$ cat src/elevator_pkg.sv
// Shared floor and state types, LED codes and seven-segment decode functions
package elevator_pkg;

    localparam int NUM_FLOORS = 8;                 // Floors 0 to 7

    typedef logic [2:0] floor_t;                   // Floor number
    typedef logic [NUM_FLOORS-1:0] floor_vec_t;    // One flag per floor, indexed by floor

    // Car FSM states
    typedef enum logic [2:0] {
        RESET_STATE,                               // First cycle out of reset
        IDLE,                                      // Waiting for a call
        MOVING_UP,                                 // Travelling up one floor per step
        MOVING_DOWN,                               // Travelling down one floor per step
        DOOR_OPEN,                                 // Door held open at a stop
        DOOR_CLOSE,                                // Door closing before idle
        EMERGENCY                                  // Frozen until emergency drops
    } car_state_t;

    typedef logic [2:0] led_t;                     // Packed as {r, g, b}

    localparam led_t LED_IDLE       = 3'b010;      // Green
    localparam led_t LED_UP         = 3'b001;      // Blue
    localparam led_t LED_DOWN       = 3'b110;      // Red and green
    localparam led_t LED_DOOR_OPEN  = 3'b011;      // Green and blue
    localparam led_t LED_DOOR_CLOSE = 3'b101;      // Red and blue
    localparam led_t LED_EMERGENCY  = 3'b100;      // Red

    // Active-low cathode pattern, segment a in bit 6 down to g in bit 0
    function automatic logic [6:0] seg_digit(input floor_t floor);
        logic [6:0] pattern;
        case (floor)
            3'd0:    pattern = 7'b0000001;
            3'd1:    pattern = 7'b1001111;
            3'd2:    pattern = 7'b0010010;
            3'd3:    pattern = 7'b0000110;
            3'd4:    pattern = 7'b1001100;
            3'd5:    pattern = 7'b0100100;
            3'd6:    pattern = 7'b0100000;
            3'd7:    pattern = 7'b0001111;
            default: pattern = 7'b1111111;         // Blank
        endcase
        return pattern;
    endfunction

    // Active-low one-hot anode, digit n lights for floor n
    function automatic logic [NUM_FLOORS-1:0] anode_select(input floor_t floor);
        logic [NUM_FLOORS-1:0] onehot;
        onehot = '0;
        onehot[floor] = 1'b1;                      // Select this floor's digit
        return ~onehot;                            // Anodes are active low
    endfunction

endpackage

$ cat src/call_register.sv
`timescale 1ns/10ps
// Hall call register holding the up and down call vectors with set and clear logic
module call_register (
    input  logic                     clk,
    input  logic                     reset,
    input  logic                     valid_in,      // One-cycle request strobe
    input  logic                     direction,     // High for up call, low for down call
    input  elevator_pkg::floor_t     req_floor,     // Floor of the new call
    input  elevator_pkg::floor_t     current_floor, // Floor where clears apply
    input  logic                     clear_up,      // Clear up call at current floor
    input  logic                     clear_down,    // Clear down call at current floor
    output elevator_pkg::floor_vec_t up_calls,
    output elevator_pkg::floor_vec_t down_calls
);
    import elevator_pkg::*;

    floor_vec_t req_onehot;                         // Decoded request floor
    floor_vec_t cur_onehot;                         // Decoded car floor
    floor_vec_t up_set;
    floor_vec_t down_set;
    floor_vec_t up_clr;
    floor_vec_t down_clr;

    always_comb begin
        req_onehot = '0;
        req_onehot[req_floor] = 1'b1;
        cur_onehot = '0;
        cur_onehot[current_floor] = 1'b1;
    end

    // Set masks from the request strobe
    assign up_set   = (valid_in && direction)  ? req_onehot : '0;
    assign down_set = (valid_in && !direction) ? req_onehot : '0;

    // Clear masks from the arrival pulses
    assign up_clr   = clear_up   ? cur_onehot : '0;
    assign down_clr = clear_down ? cur_onehot : '0;

    always_ff @(posedge clk or posedge reset) begin
        if (reset) begin
            up_calls   <= '0;                       // No calls after reset
            down_calls <= '0;
        end else begin
            // Set after clear so a new request beats a clear on the same bit
            up_calls   <= (up_calls & ~up_clr) | up_set;
            down_calls <= (down_calls & ~down_clr) | down_set;
        end
    end

endmodule

$ cat src/target_select.sv
`timescale 1ns/10ps
// Target selection with above and below priority searches and registered target floor
module target_select (
    input  logic                     clk,
    input  logic                     reset,
    input  elevator_pkg::floor_vec_t up_calls,
    input  elevator_pkg::floor_vec_t down_calls,
    input  elevator_pkg::floor_t     current_floor,
    input  logic                     heading_up,    // Last travel direction
    output elevator_pkg::floor_t     target_floor,  // Next floor to serve
    output logic                     call_pending   // Any call outstanding
);
    import elevator_pkg::*;

    floor_vec_t all_calls;                          // Up or down call per floor
    logic       here_any;                           // Call at the car's floor
    logic       above_any;                          // Call anywhere above the car
    logic       below_any;                          // Call anywhere below the car
    floor_t     low_above;                          // Nearest call above
    floor_t     high_below;                         // Nearest call below
    floor_t     target_next;

    assign all_calls = up_calls | down_calls;
    assign here_any  = all_calls[current_floor];

    // Lowest call above the car, scanned downward so the last hit wins
    always_comb begin
        above_any = 1'b0;
        low_above = current_floor;
        for (int i = NUM_FLOORS - 1; i >= 0; i--) begin
            if (all_calls[i] && (floor_t'(i) > current_floor)) begin
                above_any = 1'b1;
                low_above = floor_t'(i);
            end
        end
    end

    // Highest call below the car, scanned upward so the last hit wins
    always_comb begin
        below_any  = 1'b0;
        high_below = current_floor;
        for (int i = 0; i < NUM_FLOORS; i++) begin
            if (all_calls[i] && (floor_t'(i) < current_floor)) begin
                below_any  = 1'b1;
                high_below = floor_t'(i);
            end
        end
    end

    // Serve here first, keep the travel direction, then turn around
    always_comb begin
        if (here_any)
            target_next = current_floor;
        else if (heading_up && above_any)
            target_next = low_above;                // Continue upward
        else if (below_any)
            target_next = high_below;               // Downward or turning down
        else if (above_any)
            target_next = low_above;                // Turning up
        else
            target_next = current_floor;            // Nothing to serve
    end

    always_ff @(posedge clk or posedge reset) begin
        if (reset) begin
            target_floor <= '0;
            call_pending <= 1'b0;
        end else begin
            target_floor <= target_next;
            call_pending <= |all_calls;             // Same cycle as the target
        end
    end

endmodule

$ cat src/car_controller.sv
`timescale 1ns/10ps
// Car FSM with floor register, direction memory, shared tick timer and call clear pulses
module car_controller #(
    parameter int FLOOR_TICKS      = 4,             // Cycles per floor step
    parameter int DOOR_OPEN_TICKS  = 3,             // Cycles with door open
    parameter int DOOR_CLOSE_TICKS = 5              // Cycles for door closing
) (
    input  logic                     clk,
    input  logic                     reset,
    input  logic                     emergency,     // Level, freezes the car
    input  elevator_pkg::floor_vec_t up_calls,
    input  elevator_pkg::floor_vec_t down_calls,
    input  elevator_pkg::floor_t     target_floor,
    input  logic                     call_pending,
    output elevator_pkg::floor_t     current_floor,
    output logic                     heading_up,    // 1 after an upward departure
    output elevator_pkg::car_state_t car_state,
    output logic                     clear_up,      // Arrival pulse for up call
    output logic                     clear_down     // Arrival pulse for down call
);
    import elevator_pkg::*;

    localparam int DOOR_MAX = (DOOR_OPEN_TICKS > DOOR_CLOSE_TICKS) ?
                              DOOR_OPEN_TICKS : DOOR_CLOSE_TICKS;
    localparam int TICK_MAX = (FLOOR_TICKS > DOOR_MAX) ? FLOOR_TICKS : DOOR_MAX;
    localparam int TICK_W   = (TICK_MAX > 1) ? $clog2(TICK_MAX) : 1;

    car_state_t        state_next;
    floor_t            floor_next;
    floor_t            floor_up;                    // Floor reached by an up step
    floor_t            floor_dn;                    // Floor reached by a down step
    logic              heading_next;
    logic              clear_up_next;
    logic              clear_down_next;
    logic [TICK_W-1:0] tick_cnt;                    // Cycles spent in the current interval
    logic [TICK_W-1:0] tick_last;                   // Final count of the interval
    logic              tick_done;

    assign floor_up = current_floor + 3'd1;
    assign floor_dn = current_floor - 3'd1;

    // Interval length per state
    always_comb begin
        case (car_state)
            MOVING_UP, MOVING_DOWN: tick_last = TICK_W'(FLOOR_TICKS - 1);
            DOOR_OPEN:              tick_last = TICK_W'(DOOR_OPEN_TICKS - 1);
            DOOR_CLOSE:             tick_last = TICK_W'(DOOR_CLOSE_TICKS - 1);
            default:                tick_last = '0;  // Untimed states
        endcase
    end

    assign tick_done = (tick_cnt == tick_last);

    always_comb begin
        state_next      = car_state;
        floor_next      = current_floor;
        heading_next    = heading_up;
        clear_up_next   = 1'b0;
        clear_down_next = 1'b0;
        if (emergency) begin
            state_next = EMERGENCY;                 // Overrides every state, floor holds
        end else begin
            case (car_state)
                RESET_STATE: state_next = IDLE;
                IDLE: begin
                    if (call_pending) begin
                        if (target_floor == current_floor) begin
                            state_next      = DOOR_OPEN;   // Call at this floor
                            clear_up_next   = 1'b1;
                            clear_down_next = 1'b1;
                        end else if (target_floor > current_floor) begin
                            state_next   = MOVING_UP;
                            heading_next = 1'b1;
                        end else begin
                            state_next   = MOVING_DOWN;
                            heading_next = 1'b0;
                        end
                    end
                end
                MOVING_UP: begin
                    if (tick_done) begin
                        floor_next = floor_up;             // One floor per step
                        // Stopping at or beyond the target also stops at the top floor
                        if (floor_up >= target_floor || up_calls[floor_up]) begin
                            state_next      = DOOR_OPEN;
                            clear_up_next   = 1'b1;
                            clear_down_next = (floor_up == target_floor);
                        end
                    end
                end
                MOVING_DOWN: begin
                    if (tick_done) begin
                        floor_next = floor_dn;
                        // Stopping at or below the target also stops at floor 0
                        if (floor_dn <= target_floor || down_calls[floor_dn]) begin
                            state_next      = DOOR_OPEN;
                            clear_down_next = 1'b1;
                            clear_up_next   = (floor_dn == target_floor);
                        end
                    end
                end
                DOOR_OPEN:  if (tick_done) state_next = DOOR_CLOSE;
                DOOR_CLOSE: if (tick_done) state_next = IDLE;
                EMERGENCY:  state_next = IDLE;      // Emergency released
                default:    state_next = IDLE;
            endcase
        end
    end

    always_ff @(posedge clk or posedge reset) begin
        if (reset) begin
            car_state     <= RESET_STATE;
            current_floor <= '0;                    // Car parks at floor 0
            heading_up    <= 1'b0;
            clear_up      <= 1'b0;
            clear_down    <= 1'b0;
            tick_cnt      <= '0;
        end else begin
            car_state     <= state_next;
            current_floor <= floor_next;
            heading_up    <= heading_next;
            clear_up      <= clear_up_next;         // Lands with the new floor
            clear_down    <= clear_down_next;
            // Restart on a state change or at the end of an interval
            if (state_next != car_state || tick_done)
                tick_cnt <= '0;
            else
                tick_cnt <= tick_cnt + TICK_W'(1);
        end
    end

endmodule

$ cat src/floor_display.sv
`timescale 1ns/10ps
// Registered display with anode select, floor digit and status LEDs
module floor_display (
    input  logic                     clk,
    input  logic                     reset,
    input  elevator_pkg::floor_t     current_floor,
    input  elevator_pkg::car_state_t car_state,
    output logic [7:0]               anode,         // Active-low digit select
    output logic [6:0]               cathode,       // Active-low segments
    output logic                     r,
    output logic                     g,
    output logic                     b
);
    import elevator_pkg::*;

    led_t led_code;                                 // {r, g, b} for the state

    always_comb begin
        case (car_state)
            IDLE:        led_code = LED_IDLE;
            MOVING_UP:   led_code = LED_UP;
            MOVING_DOWN: led_code = LED_DOWN;
            DOOR_OPEN:   led_code = LED_DOOR_OPEN;
            DOOR_CLOSE:  led_code = LED_DOOR_CLOSE;
            EMERGENCY:   led_code = LED_EMERGENCY;
            default:     led_code = '0;             // Dark in RESET_STATE
        endcase
    end

    always_ff @(posedge clk or posedge reset) begin
        if (reset) begin
            anode     <= anode_select('0);          // Show floor 0
            cathode   <= seg_digit('0);
            {r, g, b} <= '0;                        // LEDs off
        end else begin
            anode     <= anode_select(current_floor);
            cathode   <= seg_digit(current_floor);
            {r, g, b} <= led_code;
        end
    end

endmodule

$ cat src/elevator.sv
`timescale 1ns/10ps
// Elevator top level connecting call register, target select, car controller and display
module elevator #(
    parameter int FLOOR_TICKS      = 4,             // Cycles per floor step
    parameter int DOOR_OPEN_TICKS  = 3,             // Cycles with door open
    parameter int DOOR_CLOSE_TICKS = 5              // Cycles for door closing
) (
    input  logic                 clk,
    input  logic                 reset,
    input  logic                 valid_in,          // Request strobe
    input  logic                 direction,         // 1 up, 0 down
    input  elevator_pkg::floor_t req_floor,
    input  logic                 emergency,
    output logic [6:0]           cathode,
    output logic [7:0]           anode,
    output logic                 r,
    output logic                 g,
    output logic                 b
);
    import elevator_pkg::*;

    floor_vec_t up_calls;
    floor_vec_t down_calls;
    floor_t     target_floor;
    logic       call_pending;
    floor_t     current_floor;
    logic       heading_up;
    car_state_t car_state;
    logic       clear_up;
    logic       clear_down;

    call_register u_call_register (
        .clk           (clk),
        .reset         (reset),
        .valid_in      (valid_in),
        .direction     (direction),
        .req_floor     (req_floor),
        .current_floor (current_floor),
        .clear_up      (clear_up),
        .clear_down    (clear_down),
        .up_calls      (up_calls),
        .down_calls    (down_calls)
    );

    target_select u_target_select (
        .clk           (clk),
        .reset         (reset),
        .up_calls      (up_calls),
        .down_calls    (down_calls),
        .current_floor (current_floor),
        .heading_up    (heading_up),
        .target_floor  (target_floor),
        .call_pending  (call_pending)
    );

    car_controller #(
        .FLOOR_TICKS      (FLOOR_TICKS),
        .DOOR_OPEN_TICKS  (DOOR_OPEN_TICKS),
        .DOOR_CLOSE_TICKS (DOOR_CLOSE_TICKS)
    ) u_car_controller (
        .clk           (clk),
        .reset         (reset),
        .emergency     (emergency),
        .up_calls      (up_calls),
        .down_calls    (down_calls),
        .target_floor  (target_floor),
        .call_pending  (call_pending),
        .current_floor (current_floor),
        .heading_up    (heading_up),
        .car_state     (car_state),
        .clear_up      (clear_up),
        .clear_down    (clear_down)
    );

    floor_display u_floor_display (
        .clk           (clk),
        .reset         (reset),
        .current_floor (current_floor),
        .car_state     (car_state),
        .anode         (anode),
        .cathode       (cathode),
        .r             (r),
        .g             (g),
        .b             (b)
    );

endmodule

$ cat config.mk
export PLATFORM = sky130hd
export DESIGN_NAME = elevator
export DESIGN_NICKNAME = d
export VERILOG_FILES = /design/src/elevator_pkg.sv /design/src/call_register.sv /design/src/target_select.sv /design/src/car_controller.sv /design/src/floor_display.sv /design/src/elevator.sv
export SDC_FILE = /design/constraint.sdc
export NUM_CORES = 1
export LEC_CHECK = 0
export ABC_AREA = 1
export BUFFER_PORTS_ARGS = -buffer_cell sky130_fd_sc_hd__buf_4
export CAP_MARGIN = 15
export CORE_UTILIZATION = 31
export CTS_BUF_LIST = sky130_fd_sc_hd__clkbuf_8
export CTS_CLUSTER_DIAMETER = 150
export DETAILED_ROUTE_END_ITERATION = 12
export SYNTH_ARGS = -nofsm -noshare
export SYNTH_HDL_FRONTEND = slang
export SYNTH_SLANG_ARGS = --single-unit
$ cat constraint.sdc
create_clock -name clk -period 3.4 [get_ports clk]
set_input_delay 0.68 -clock clk [delete_from_list [all_inputs] [get_ports clk]]
set_output_delay 0.68 -clock clk [all_outputs]
set_load 0.005 [all_outputs]
**After elaboration in Yosys (flattened, before gate mapping)**

Memory sizes are Yosys's and may differ from the RTL's. A register that Yosys moved wholly into a read port is not among the register bits.
Cells that the tools add are included.

- Add/sub/neg operators: 3
- Order comparisons: 25
- Equal/unequal tests: 13
- Muxes and demuxes: 82
- Bitwise gates (word level): 10
- Reduce and logical (&&, ||, !) cells: 30

Operators with widths:

| cell | number |
|---|---|
| $mux 3 | 32 |
| $mux 1 | 35 |
| $mux 8 | 4 |
| $not 8->8 | 3 |
| $or 8x8->8 | 3 |
| $logic_and 1x1->1 | 21 |
| $pmux 3 s6 | 1 |
| $and 8x8->8 | 2 |
| $lt 3x4->1 const B | 4 |
| $pmux 3 s5 | 1 |
| $eq 3x3->1 | 4 |
| $gt 3x3->1 const A | 4 |
| $lt 3x3->1 const A | 4 |
| $bmux 1 s3 | 3 |
| $eq 3x3->1 const B | 3 |
| $pmux 3 s3 | 1 |
| $reduce_and 4->1 | 2 |
| $reduce_or 8->1 | 1 |
| $add 3x1->3 const B | 2 |
| $demux 1 s3 | 2 |
| $eq 3x2->1 const B | 2 |
| $ge 3x1->1 const B | 2 |
| $gt 1x3->1 const A | 2 |
| $gt 2x3->1 const A | 2 |
| 16 further kinds | 23 |

- Flip-flop bits (word level): 43
- ROM bits: 56
- Input port bits: 8
- Output and inout bits: 18
- Logic and storage cells: 178
- Memories kept: 1

Memory list:

| memory | depth | bits a word | rd ports | clocked after Yosys merged registers in | wr ports | RTL line | RTL |
|---|---|---|---|---|---|---|---|
| (name not given) | 8 | 7 | 1 | 1 | 0 | elevator_pkg.sv:32 | `case (floor)` |

**Logic depth before layout (Yosys ltp)**

Gate-level depths: netlist (run 1).

- Word-level depth: 14
- Depth in mapped cells: 19
- Gate-level depth less buffers: 17

**Hierarchy**

A second synthesis (run 1) with hierarchy kept.

- Cells, all modules: 500
- Area, all modules: 3482.1 um^2

By module, submodules not included:

| module | instances | cells an instance | area an instance (um^2) | sequential area each (um^2) |
|---|---|---|---|---|
| car_controller | 1 | 197 | 1244.9 | 300.3 |
| call_register | 1 | 101 | 837.1 | 400.4 |
| floor_display | 1 | 61 | 706.9 | 460.4 |
| target_select | 1 | 141 | 693.2 | 100.1 |

**Least setup slack after synthesis (run 1)**

Ideal clock, no wire load.

- Path type: register to register
- Start point: register u_car_controller.current_floor[0]
- End point: register u_car_controller.tick_cnt[0]
- Setup time: 0.072 ns
- Arrival time: 2.537 ns
- Required time: 3.328 ns
- Path slack: 0.791 ns
- Stages on the path, launching flop included: 18
- Path buffers: 2
- Period minus slack after synthesis: 2.609 ns
- Cells stage by stage: dfrtp_1 > inv_2 > buf_4 > buf_4 > ha_1 > ha_1 > inv_1 > ha_1 > nand3_1 > a21oi_1 > nand3_1 > nand2_2 > nand2_2 > nand2_2 > a21oi_1 > nor2_2 > nand3_2 > nor2_1

- Cells in the longest elaborated chain, start to end: 11
- Elaborated cells between the ends (all ways): 24
- Those cells by class: add/sub (2); order compare (3); eq/ne (2); mux (14); reduce/logical (3)

RTL lines:

| what | RTL line | RTL |
|---|---|---|
| start, declared | car_controller.sv:15 | `output elevator_pkg::floor_t current_floor,` |
| start signal, assigned | car_controller.sv:120 | `current_floor <= floor_next;` |
| $sub 3x1->3 / $add 3x1->3 (equally long branches) | car_controller.sv:40, car_controller.sv:39 |  |
| $bmux 1 s3 (on tied branches) | car_controller.sv:95, car_controller.sv:84 |  |
| $mux 1 (on tied branches) | car_controller.sv:95, car_controller.sv:84 |  |
| $logic_or 1x1->1 (on tied branches) | car_controller.sv:95, car_controller.sv:84 |  |
| $mux 3 (on tied branches) | car_controller.sv:95, car_controller.sv:84 |  |
| $mux 3 (on tied branches) | car_controller.sv:92, car_controller.sv:81 |  |
| $pmux 3 s5 * | car_controller.sv:63 | `case (car_state)` |
| $mux 3 * | car_controller.sv:60 | `if (emergency) begin` |
| $ne 3x3->1 * | car_controller.sv:125 | `if (state_next != car_state \|\| tick_done)` |
| $logic_or 1x1->1 * | car_controller.sv:125 |  |
| $mux 3 * | car_controller.sv:125 |  |
| end signal, assigned | car_controller.sv:128 | `tick_cnt <= tick_cnt + TICK_W'(1);` |
| end, declared | car_controller.sv:35 | `logic [TICK_W-1:0] tick_cnt;` |

Every way passes the cells marked *; elsewhere a longest branch is shown, timed or not. The select of a mux whose other input is x is not followed.
A chain may end at the register's enable or synchronous reset.

**Worst setup path in the final report (run 1)**

- Start point: register u_car_controller.current_floor[0]
- End point: register u_car_controller.tick_cnt[1]

- Cells in the longest elaborated chain, start to end: 11
- Elaborated cells between the ends (all ways): 24
- Those cells by class: add/sub (2); order compare (3); eq/ne (2); mux (14); reduce/logical (3)

RTL lines:

| what | RTL line | RTL |
|---|---|---|
| $sub 3x1->3 / $add 3x1->3 (equally long branches) | car_controller.sv:40, car_controller.sv:39 |  |
| $bmux 1 s3 (on tied branches) | car_controller.sv:95, car_controller.sv:84 |  |
| $mux 1 (on tied branches) | car_controller.sv:95, car_controller.sv:84 |  |
| $logic_or 1x1->1 (on tied branches) | car_controller.sv:95, car_controller.sv:84 |  |
| $mux 3 (on tied branches) | car_controller.sv:95, car_controller.sv:84 |  |
| $mux 3 (on tied branches) | car_controller.sv:92, car_controller.sv:81 |  |
| $pmux 3 s5 * | car_controller.sv:63 |  |
| $mux 3 * | car_controller.sv:60 |  |
| named net u_car_controller.state_next[1] | car_controller.sv:28 | `car_state_t state_next;` |
| $ne 3x3->1 * | car_controller.sv:125 |  |
| $logic_or 1x1->1 * | car_controller.sv:125 |  |
| $mux 3 * | car_controller.sv:125 |  |

The timed path passes the listed nets; every way through them passes the cells marked *. The select of a mux whose other input is x is not followed.

==> key figures, run 1 <==
Timing
  • Final Hold Fails: 0
  • Clk_skew: roughly 0.014 ns
  • Tcrit/Tclk final: between 80% and 90%
  • Fmax: 0.3499 GHz
  • Final slew viol count: 0
  • Finish-stage setup viols: 0
  • RSZ-0062 raised after global routing: no
  • Slew @ Worst Pin: between 0.5 and 0.6 ns
  • Rel. slew slack: 63.65%
  • Setup TNS: 0 ns
  • Final period demand of the worst path: around 2.9 ns

Global routing
  • First-pass GRT wire length: roughly 13 mm
  • GRT Util Overall: 16.51%
  • Vias in the first global route: ~2,800
  • Pin count of the biggest net entering global routing: 51
  • Total gr overflow: 0
  • Initial antenna violation count: 0

Setup path
  • Critical Path Start Type: flop
  • Worst-path fanout max: 14
  • Required @ worst endpoint: about 3.7 ns
  • Critical path capture point type: flop
  • Critical path arrival: 3.10 ns
  • WS Path Type: flop to flop

Power and ir drop
  • Power after layout: approximately 3.6 mW
  • VDD IR max: 0.2428 mV
  • Power Dens Cells: roughly 1000 nW/um2
  • Static leakage: ~1.8 nW

Detailed routing
  • DR vias: 2,858
  • DR WL/cell: roughly 13 um
  • Initial DRC Count: 178
  • Detailed-route wire length: 7.715 mm
  • Vias per Instance: between 4 and 5
  • DRT antenna net count: 0
  • DRT Pass-1 Iters: 4
  • DRC violations left: 0

Synthesis
  • Mapped Area: 3153 um2
  • Unique cell type count in the Yosys netlist: 34
  • EDFF count, synth: 0
  • Ys Warns: 0
  • Post-synthesis cell count: between 400 and 500
  • FFs w/ async S/R, synth: 100.0%
  • Seq cells post-synth: 50
  • Main flop type after synthesis: dfrtp_1
  • Sequential area share after synthesis: about two fifths
  • Syn nets: 457
  • Avg Synthesized Cell Area: ~7.3 um2

Placement
  • GPL Wtd Cong: between 0.8 and 0.9
  • Dpl hpwl: a little under 6 mm
  • Port bufs: 25

CTS
  • Clock Latency Late Sink: between 0.3 and 0.4 ns
  • Hold Buf Count CTS: 0
  • CTS buffer count: 5
  • Post-CTS repair timing setup buffer count: 0
  • H-tree levels: 2
  • CTS clock-pin slew for the worst setup and hold paths: about 0.10 ns
  • Resize count post-CTS: 0
  • CTS sink cnt: 50
  • Clock root cell: clkbuf_8
  • Clock tree buffer depth: 2
  • CTS tree: done

Floorplan
  • # IOs: 26
  • Die W: 102.9 um
  • Core box area: ~9800 um2
  • Die height: 102.9 um
  • Row cnt: 36
  • Die footprint: 10,580 um2
  • Initial Util: between 30% and 40%

Final layout
  • Diodes inserted: 0
  • Share of cells above drive strength 1: between 10% and 20%
  • Fin nets: roughly 480
  • Area delta synth->final: 13.06%

Hold path
  • HP Class: input pin to async pin

Run status
  • Outcome: complete, no violations

Flow run
  • Max-cap violations: 0
[metrics by stage]
stage               hold slack [ns]  area, um2  util, %  setup slack, ns  instances
detailed placement           0.4911       3457    35.21           0.6121        585
CTS                          0.5032       3545    36.10           0.5689        593
global route                 0.4355       3565    36.30           0.1859        594
global placement             0.4910       3457    35.21           0.7130        585
floorplan                    0.4681       3153        -           0.7912        433
finish                       0.4086       3565    36.30           0.5422        594
[report_power, final]
part / switching, mW / leakage, nW / total [mW] / internal [mW]
logic: 1.36 / 1.22 / 2.15 / 0.795
registers: 0.199 / 0.551 / 1.05 / 0.851
clock network: 0.207 / 0.0416 / 0.350 / 0.142
[cell families (layout without fill, tap and decap cells)]
| group | after synthesis | in the layout | synth area share, % |
|---|---|---|---|
| xor gates and xnor gates | 2 | 2 | 0.5557 |
| buffers and inverters | 75 | 103 | 10.12 |
| DFF | 50 | 50 | 40.00 |
| and+or+nand+nor | 208 | 208 | 29.09 |
| adders and majority gates | 16 | 16 | 6.349 |
| AOI/OAI and AO/OA | 82 | 82 | 13.89 |
[path summary, 6_finish.rpt]
kind                       slack (ns)                                   endpoint                                           from  cells past startpoint
min in group clk                 0.50     u_car_controller.tick_cnt[0]$_DFF_PP0_         u_car_controller.tick_cnt[0]$_DFF_PP0_                      1
max in group asynchronous        2.40         u_floor_display.anode[4]$_DFF_PP1_                                          reset                      3
max reg2reg                      0.54     u_car_controller.tick_cnt[1]$_DFF_PP0_  u_car_controller.current_floor[0]$_DFFE_PP0P_                     16
min                              0.41  u_target_select.target_floor[1]$_DFF_PP0_                                          reset                      2
max                              0.54     u_car_controller.tick_cnt[1]$_DFF_PP0_  u_car_controller.current_floor[0]$_DFFE_PP0P_                     16
min reg2reg                      0.50     u_car_controller.tick_cnt[0]$_DFF_PP0_         u_car_controller.tick_cnt[0]$_DFF_PP0_                      1
[registers in the layout, summed over array words and instances (netlist names)]
register                        flops
u_call_register.down_calls          8
u_call_register.up_calls            8
u_car_controller.car_state          3
u_car_controller.clear_down         1
u_car_controller.clear_up           1
u_car_controller.current_floor      3
u_car_controller.heading_up         1
u_car_controller.tick_cnt           3
u_floor_display.anode               8
u_floor_display.b                   1
u_floor_display.cathode             7
u_floor_display.g                   1
u_floor_display.r                   1
u_target_select.call_pending        1
u_target_select.target_floor        3
[critical path, cell delays in order, from the launching register on]
cell and delay, ns:
dfrtp_1 0.69, inv_2 0.07, ha_1 0.27, ha_1 0.33, inv_1 0.08, ha_1 0.31, nand2_1 0.07, nor2_1 0.05
a21oi_1 0.12, nand3_1 0.15, nand2_2 0.11, nand2_2 0.07, nand4_1 0.14, nand2_1 0.07, nand2_1 0.09, nand3_2 0.09
nor2_1 0.09
[layer usage]
| layer | wire length, um | track usage, % | up-vias |
|---|---|---|---|
| li1 | - | - | 1446 |
| met1 | 3690 | 22.25 | 1347 |
| met2 | 3611 | 26.56 | 55 |
| met3 | 268 | 2.780 | 10 |
| met5 | 0 | 0 | - |
| met4 | 144 | 6.176 | 0 |
[cell type report]
type,count,area [um2]
multi-input cells,308,1573
flip-flops and latches,50,1261
repair buffers,28,222.7
well taps,133,166.4
clock buffers,5,68.82
fillers,1070,6255
clock inverters,3,18.77
inverters,67,254.0
[cell usage in the layout, fill, tap and decap left out, types with 2 or more instances in the layout]
master	netlist	layout
clkinvlp_4	0	2
nand2_2	8	8
nand2_1	102	102
nor2_4	2	2
dfstp_2	8	8
o211ai_1	2	2
a31oi_1	3	3
inv_1	61	61
nor2_1	41	41
nor2_2	2	2
ha_1	16	16
a21oi_1	19	19
clkbuf_8	0	5
o21a_1	2	2
inv_2	5	6
nand3b_1	2	2
dfrtp_1	42	42
nand4_1	4	4
or2_2	2	2
nand3_2	3	3
nand3_1	40	40
o21ai_0	50	50
buf_4	5	27
[cells in the mapped netlist (4+ instances only)]
cell / count / share of area [%]
ha_1: 16 / 6.3
inv_2: 5 / 0.60
nor2_1: 41 / 4.9
nand4_1: 4 / 0.79
buf_4: 5 / 1.2
a21oi_1: 19 / 3.0
dfstp_2: 8 / 6.7
dfrtp_1: 42 / 33
nand3_1: 40 / 6.3
nand2_2: 8 / 1.6
inv_1: 61 / 7.3
nand2_1: 102 / 12
o21ai_0: 50 / 7.9
No activity file was read; power rests on OpenSTA's default activity.
==> inputs of run 2 (changes only) <==
==> constraint.sdc (replaced) <==
create_clock -name clk -period 3 [get_ports clk]
set_input_delay 0.6 -clock clk [delete_from_list [all_inputs] [get_ports clk]]
set_output_delay 0.6 -clock clk [all_outputs]
set_load 0.005 [all_outputs]
==> run 2 against run 1 <==
Compared with the run above:
- utilization rose by 0.17 points
- global-route usage fell by 0.34 points
- total power grew 15%
- register-to-register slack lost 0.21 ns
- non-clock buffer count is 3 higher
- via count increased by 0.70%
- clock power up 18%
- largest cell class unchanged
==> key figures, run 2 (synthesized netlist as in run 1, its figures left out) <==
Run status
  • Outcome: complete, no violations (unchanged)

Final layout
  • Fin nets: 487 (was 484)
  • Diodes inserted: 0 (unchanged)
  • Most frequent cells in the layout: nand2_1, inv_1, o21ai_0 (unchanged)
  • Share of cells above drive strength 1: 15.73% (was 14.75%)
  • Top flop regs: u_call_register.down_calls (8), u_call_register.up_calls (8), u_floor_display.anode (8) (unchanged)
  • Fin cells: 597 (was 594)
  • Commonest non-fill, non-tap cell in the layout: nand2_1 (unchanged)
  • Area delta synth->final: 13.57% (was 13.06%)

CTS
  • CTS clock-pin slew for the worst setup and hold paths: 0.10 ns (about the same)
  • Post-CTS repair timing setup buffer count: 0 (unchanged)
  • CTS buffer count: 5 (unchanged)
  • Clock Latency Late Sink: 0.31 ns (was 0.32 ns)
  • H-tree levels: 2 (unchanged)
  • CTS tree: done (unchanged)
  • CTS sink cnt: 50 (unchanged)
  • Clock tree buffer depth: 2 (unchanged)
  • Clock root cell: clkbuf_8 (unchanged)

Global routing
  • Vias in the first global route: 2,839 (was 2,825)
  • First-pass GRT wire length: 13.25 mm (was 13.43 mm)
  • Pin count of the biggest net entering global routing: 47 (was 51)
  • Total gr overflow: 0 (unchanged)
  • Initial antenna violation count: 0 (unchanged)
  • GRT Util Overall: 16.17% (was 16.51%)

Hold path
  • HP Class: input pin to flop (was input pin to async pin)

Floorplan
  • # IOs: 26 (unchanged)
  • Row cnt: 36 (unchanged)
  • Core box area: 9819 um2 (unchanged)
  • Die W: 102.9 um (unchanged)
  • Initial Util: 32.11% (unchanged)
  • Die height: 102.9 um (unchanged)
  • Die footprint: 10,580 um2 (unchanged)

Setup path
  • Worst-path fanout max: 10 (was 14)
  • Worst path slowest cell: dfrtp_2 (was dfrtp_1)
  • Critical Path Start Type: flop (unchanged)
  • Top delay family on crit path: simple AND/OR/NAND/NOR gates (unchanged)
  • Required @ worst endpoint: 3.25 ns (was 3.65 ns)
  • Crit path buffers/inverters: 2 (unchanged)
  • Critical path capture point type: flop (unchanged)
  • Crit path largest cell delay: 0.49 ns (was 0.69 ns)
  • WS Path Type: flop to flop (unchanged)
  • Critical path arrival: 2.91 ns (was 3.10 ns)
  • CP Cell Sequence: inv_2 -> ha_1 -> ha_1 -> inv_1 -> ha_1 -> nand2_1 -> nor2_1 -> a21oi_1 -> nand3_1 -> nand2_2 -> nand2_2 -> nand2_2 -> a21oi_1 -> nor2_2 -> nand3_2 -> nor2_1 (was inv_2 -> ha_1 -> ha_1 -> inv_1 -> ha_1 -> nand2_1 -> nor2_1 -> a21oi_1 -> nand3_1 -> nand2_2 -> nand2_2 -> nand4_1 -> nand2_1 -> nand2_1 -> nand3_2 -> nor2_1)

Detailed routing
  • DRC violations left: 0 (unchanged)
  • Initial DRC Count: 239 (was 178)
  • Vias per Instance: 4.821 (was 4.811)
  • DR vias: 2,878 (was 2,858)
  • DRT Pass-1 Iters: 5 (was 4)
  • DR WL/cell: 12.92 um (was 12.99 um)
  • Detailed-route wire length: 7.711 mm (was 7.715 mm)
  • DRT antenna net count: 0 (unchanged)

Timing
  • Clk_skew: 0.01714 ns (was 0.01418 ns)
  • RSZ-0062 raised after global routing: no (unchanged)
  • Slew @ Worst Pin: 0.9786 ns (was 0.5445 ns)
  • Final period demand of the worst path: 2.668 ns (was 2.858 ns)
  • Final slew viol count: 0 (unchanged)
  • Final Hold Fails: 0 (unchanged)
  • Tcrit/Tclk final: 88.94% (was 84.05%)
  • Rel. slew slack: 34.67% (was 63.65%)
  • Finish-stage setup viols: 0 (unchanged)
  • Fmax: 0.3748 GHz (was 0.3499 GHz)
  • Setup TNS: 0 ns (unchanged)

Flow run
  • Max-cap violations: 0 (unchanged)

Placement
  • GPL Wtd Cong: 0.8756 (was 0.8730)
  • Port bufs: 25 (unchanged)
  • Dpl hpwl: 5.880 mm (was 5.912 mm)
  • Dpl cells: 589 (was 585)

Power and ir drop
  • Power Dens Cells: 1138 nW/um2 (was 995.9 nW/um2)
  • VDD IR max: 0.3074 mV (was 0.2428 mV)
  • Static leakage: 1.816 nW (was 1.808 nW)
run 2: final timing paths:
check / start / slack [ns] / cells past startpoint / end
worst max-delay path: u_car_controller.current_floor[1]$_DFFE_PP0P_ / 0.33 / 16 / u_car_controller.tick_cnt[2]$_DFF_PP0_
worst min-delay path: emergency / 0.51 / 2 / u_car_controller.clear_up$_DFF_PP0_
worst max register to register: u_car_controller.current_floor[1]$_DFFE_PP0P_ / 0.33 / 16 / u_car_controller.tick_cnt[2]$_DFF_PP0_
worst min register to register: u_car_controller.tick_cnt[0]$_DFF_PP0_ / 0.51 / 1 / u_car_controller.tick_cnt[0]$_DFF_PP0_
max in group asynchronous: reset / 1.75 / 3 / u_floor_display.anode[2]$_DFF_PP1_
min in group asynchronous: reset / 0.52 / 2 / u_call_register.up_calls[1]$_DFF_PP0_
run 2: where the power goes:
| group | internal (mW) | switching, mW | total [mW] |
|---|---|---|---|
| registers | 0.966 | 0.208 | 1.17 |
| clock network | 0.167 | 0.245 | 0.412 |
| logic | 0.932 | 1.56 | 2.49 |
| total | 2.07 | 2.01 | 4.08 |
run 2: layout make-up:
cell class                      instances  area [um2]
Fill cell                            1056        6238
Timing Repair Buffer                   31       232.7
Sequential cell                        50        1262
Clock inverter                          3       23.77
Inverter                               67       254.0
Clock buffer                            5       68.82
Tap cell                              133       166.4
Multi-Input combinational cell        308        1573
run 2: stage by stage:
step                total power [mW]  area [um2]  setup slack [ns]  hold slack, ns  utilization (%)
CTS                            4.074        3580            0.2422          0.4961            36.46
finish                         4.076        3581            0.3318          0.5051            36.47
global route                   4.541        3581           0.05286          0.4978            36.47
floorplan                      2.971        3153            0.3912          0.4681                -
detailed placement             3.647        3487            0.2825          0.4968            35.51
global placement               3.635        3487            0.4004          0.4912            35.51
run 2: routing by layer:
metal | global-route usage (%) | wire length, um
met5 | 0 | 0
met4 | 4.875 | 83
met3 | 2.576 | 309
met2 | 27.08 | 3715
met1 | 21.47 | 3602
run 2: timing repair:
action	CTS	global route
endpoints found under the hold margin	0	0
setup endpoints to repair	0	3
hold buffers	0	0
resized for setup	0	1
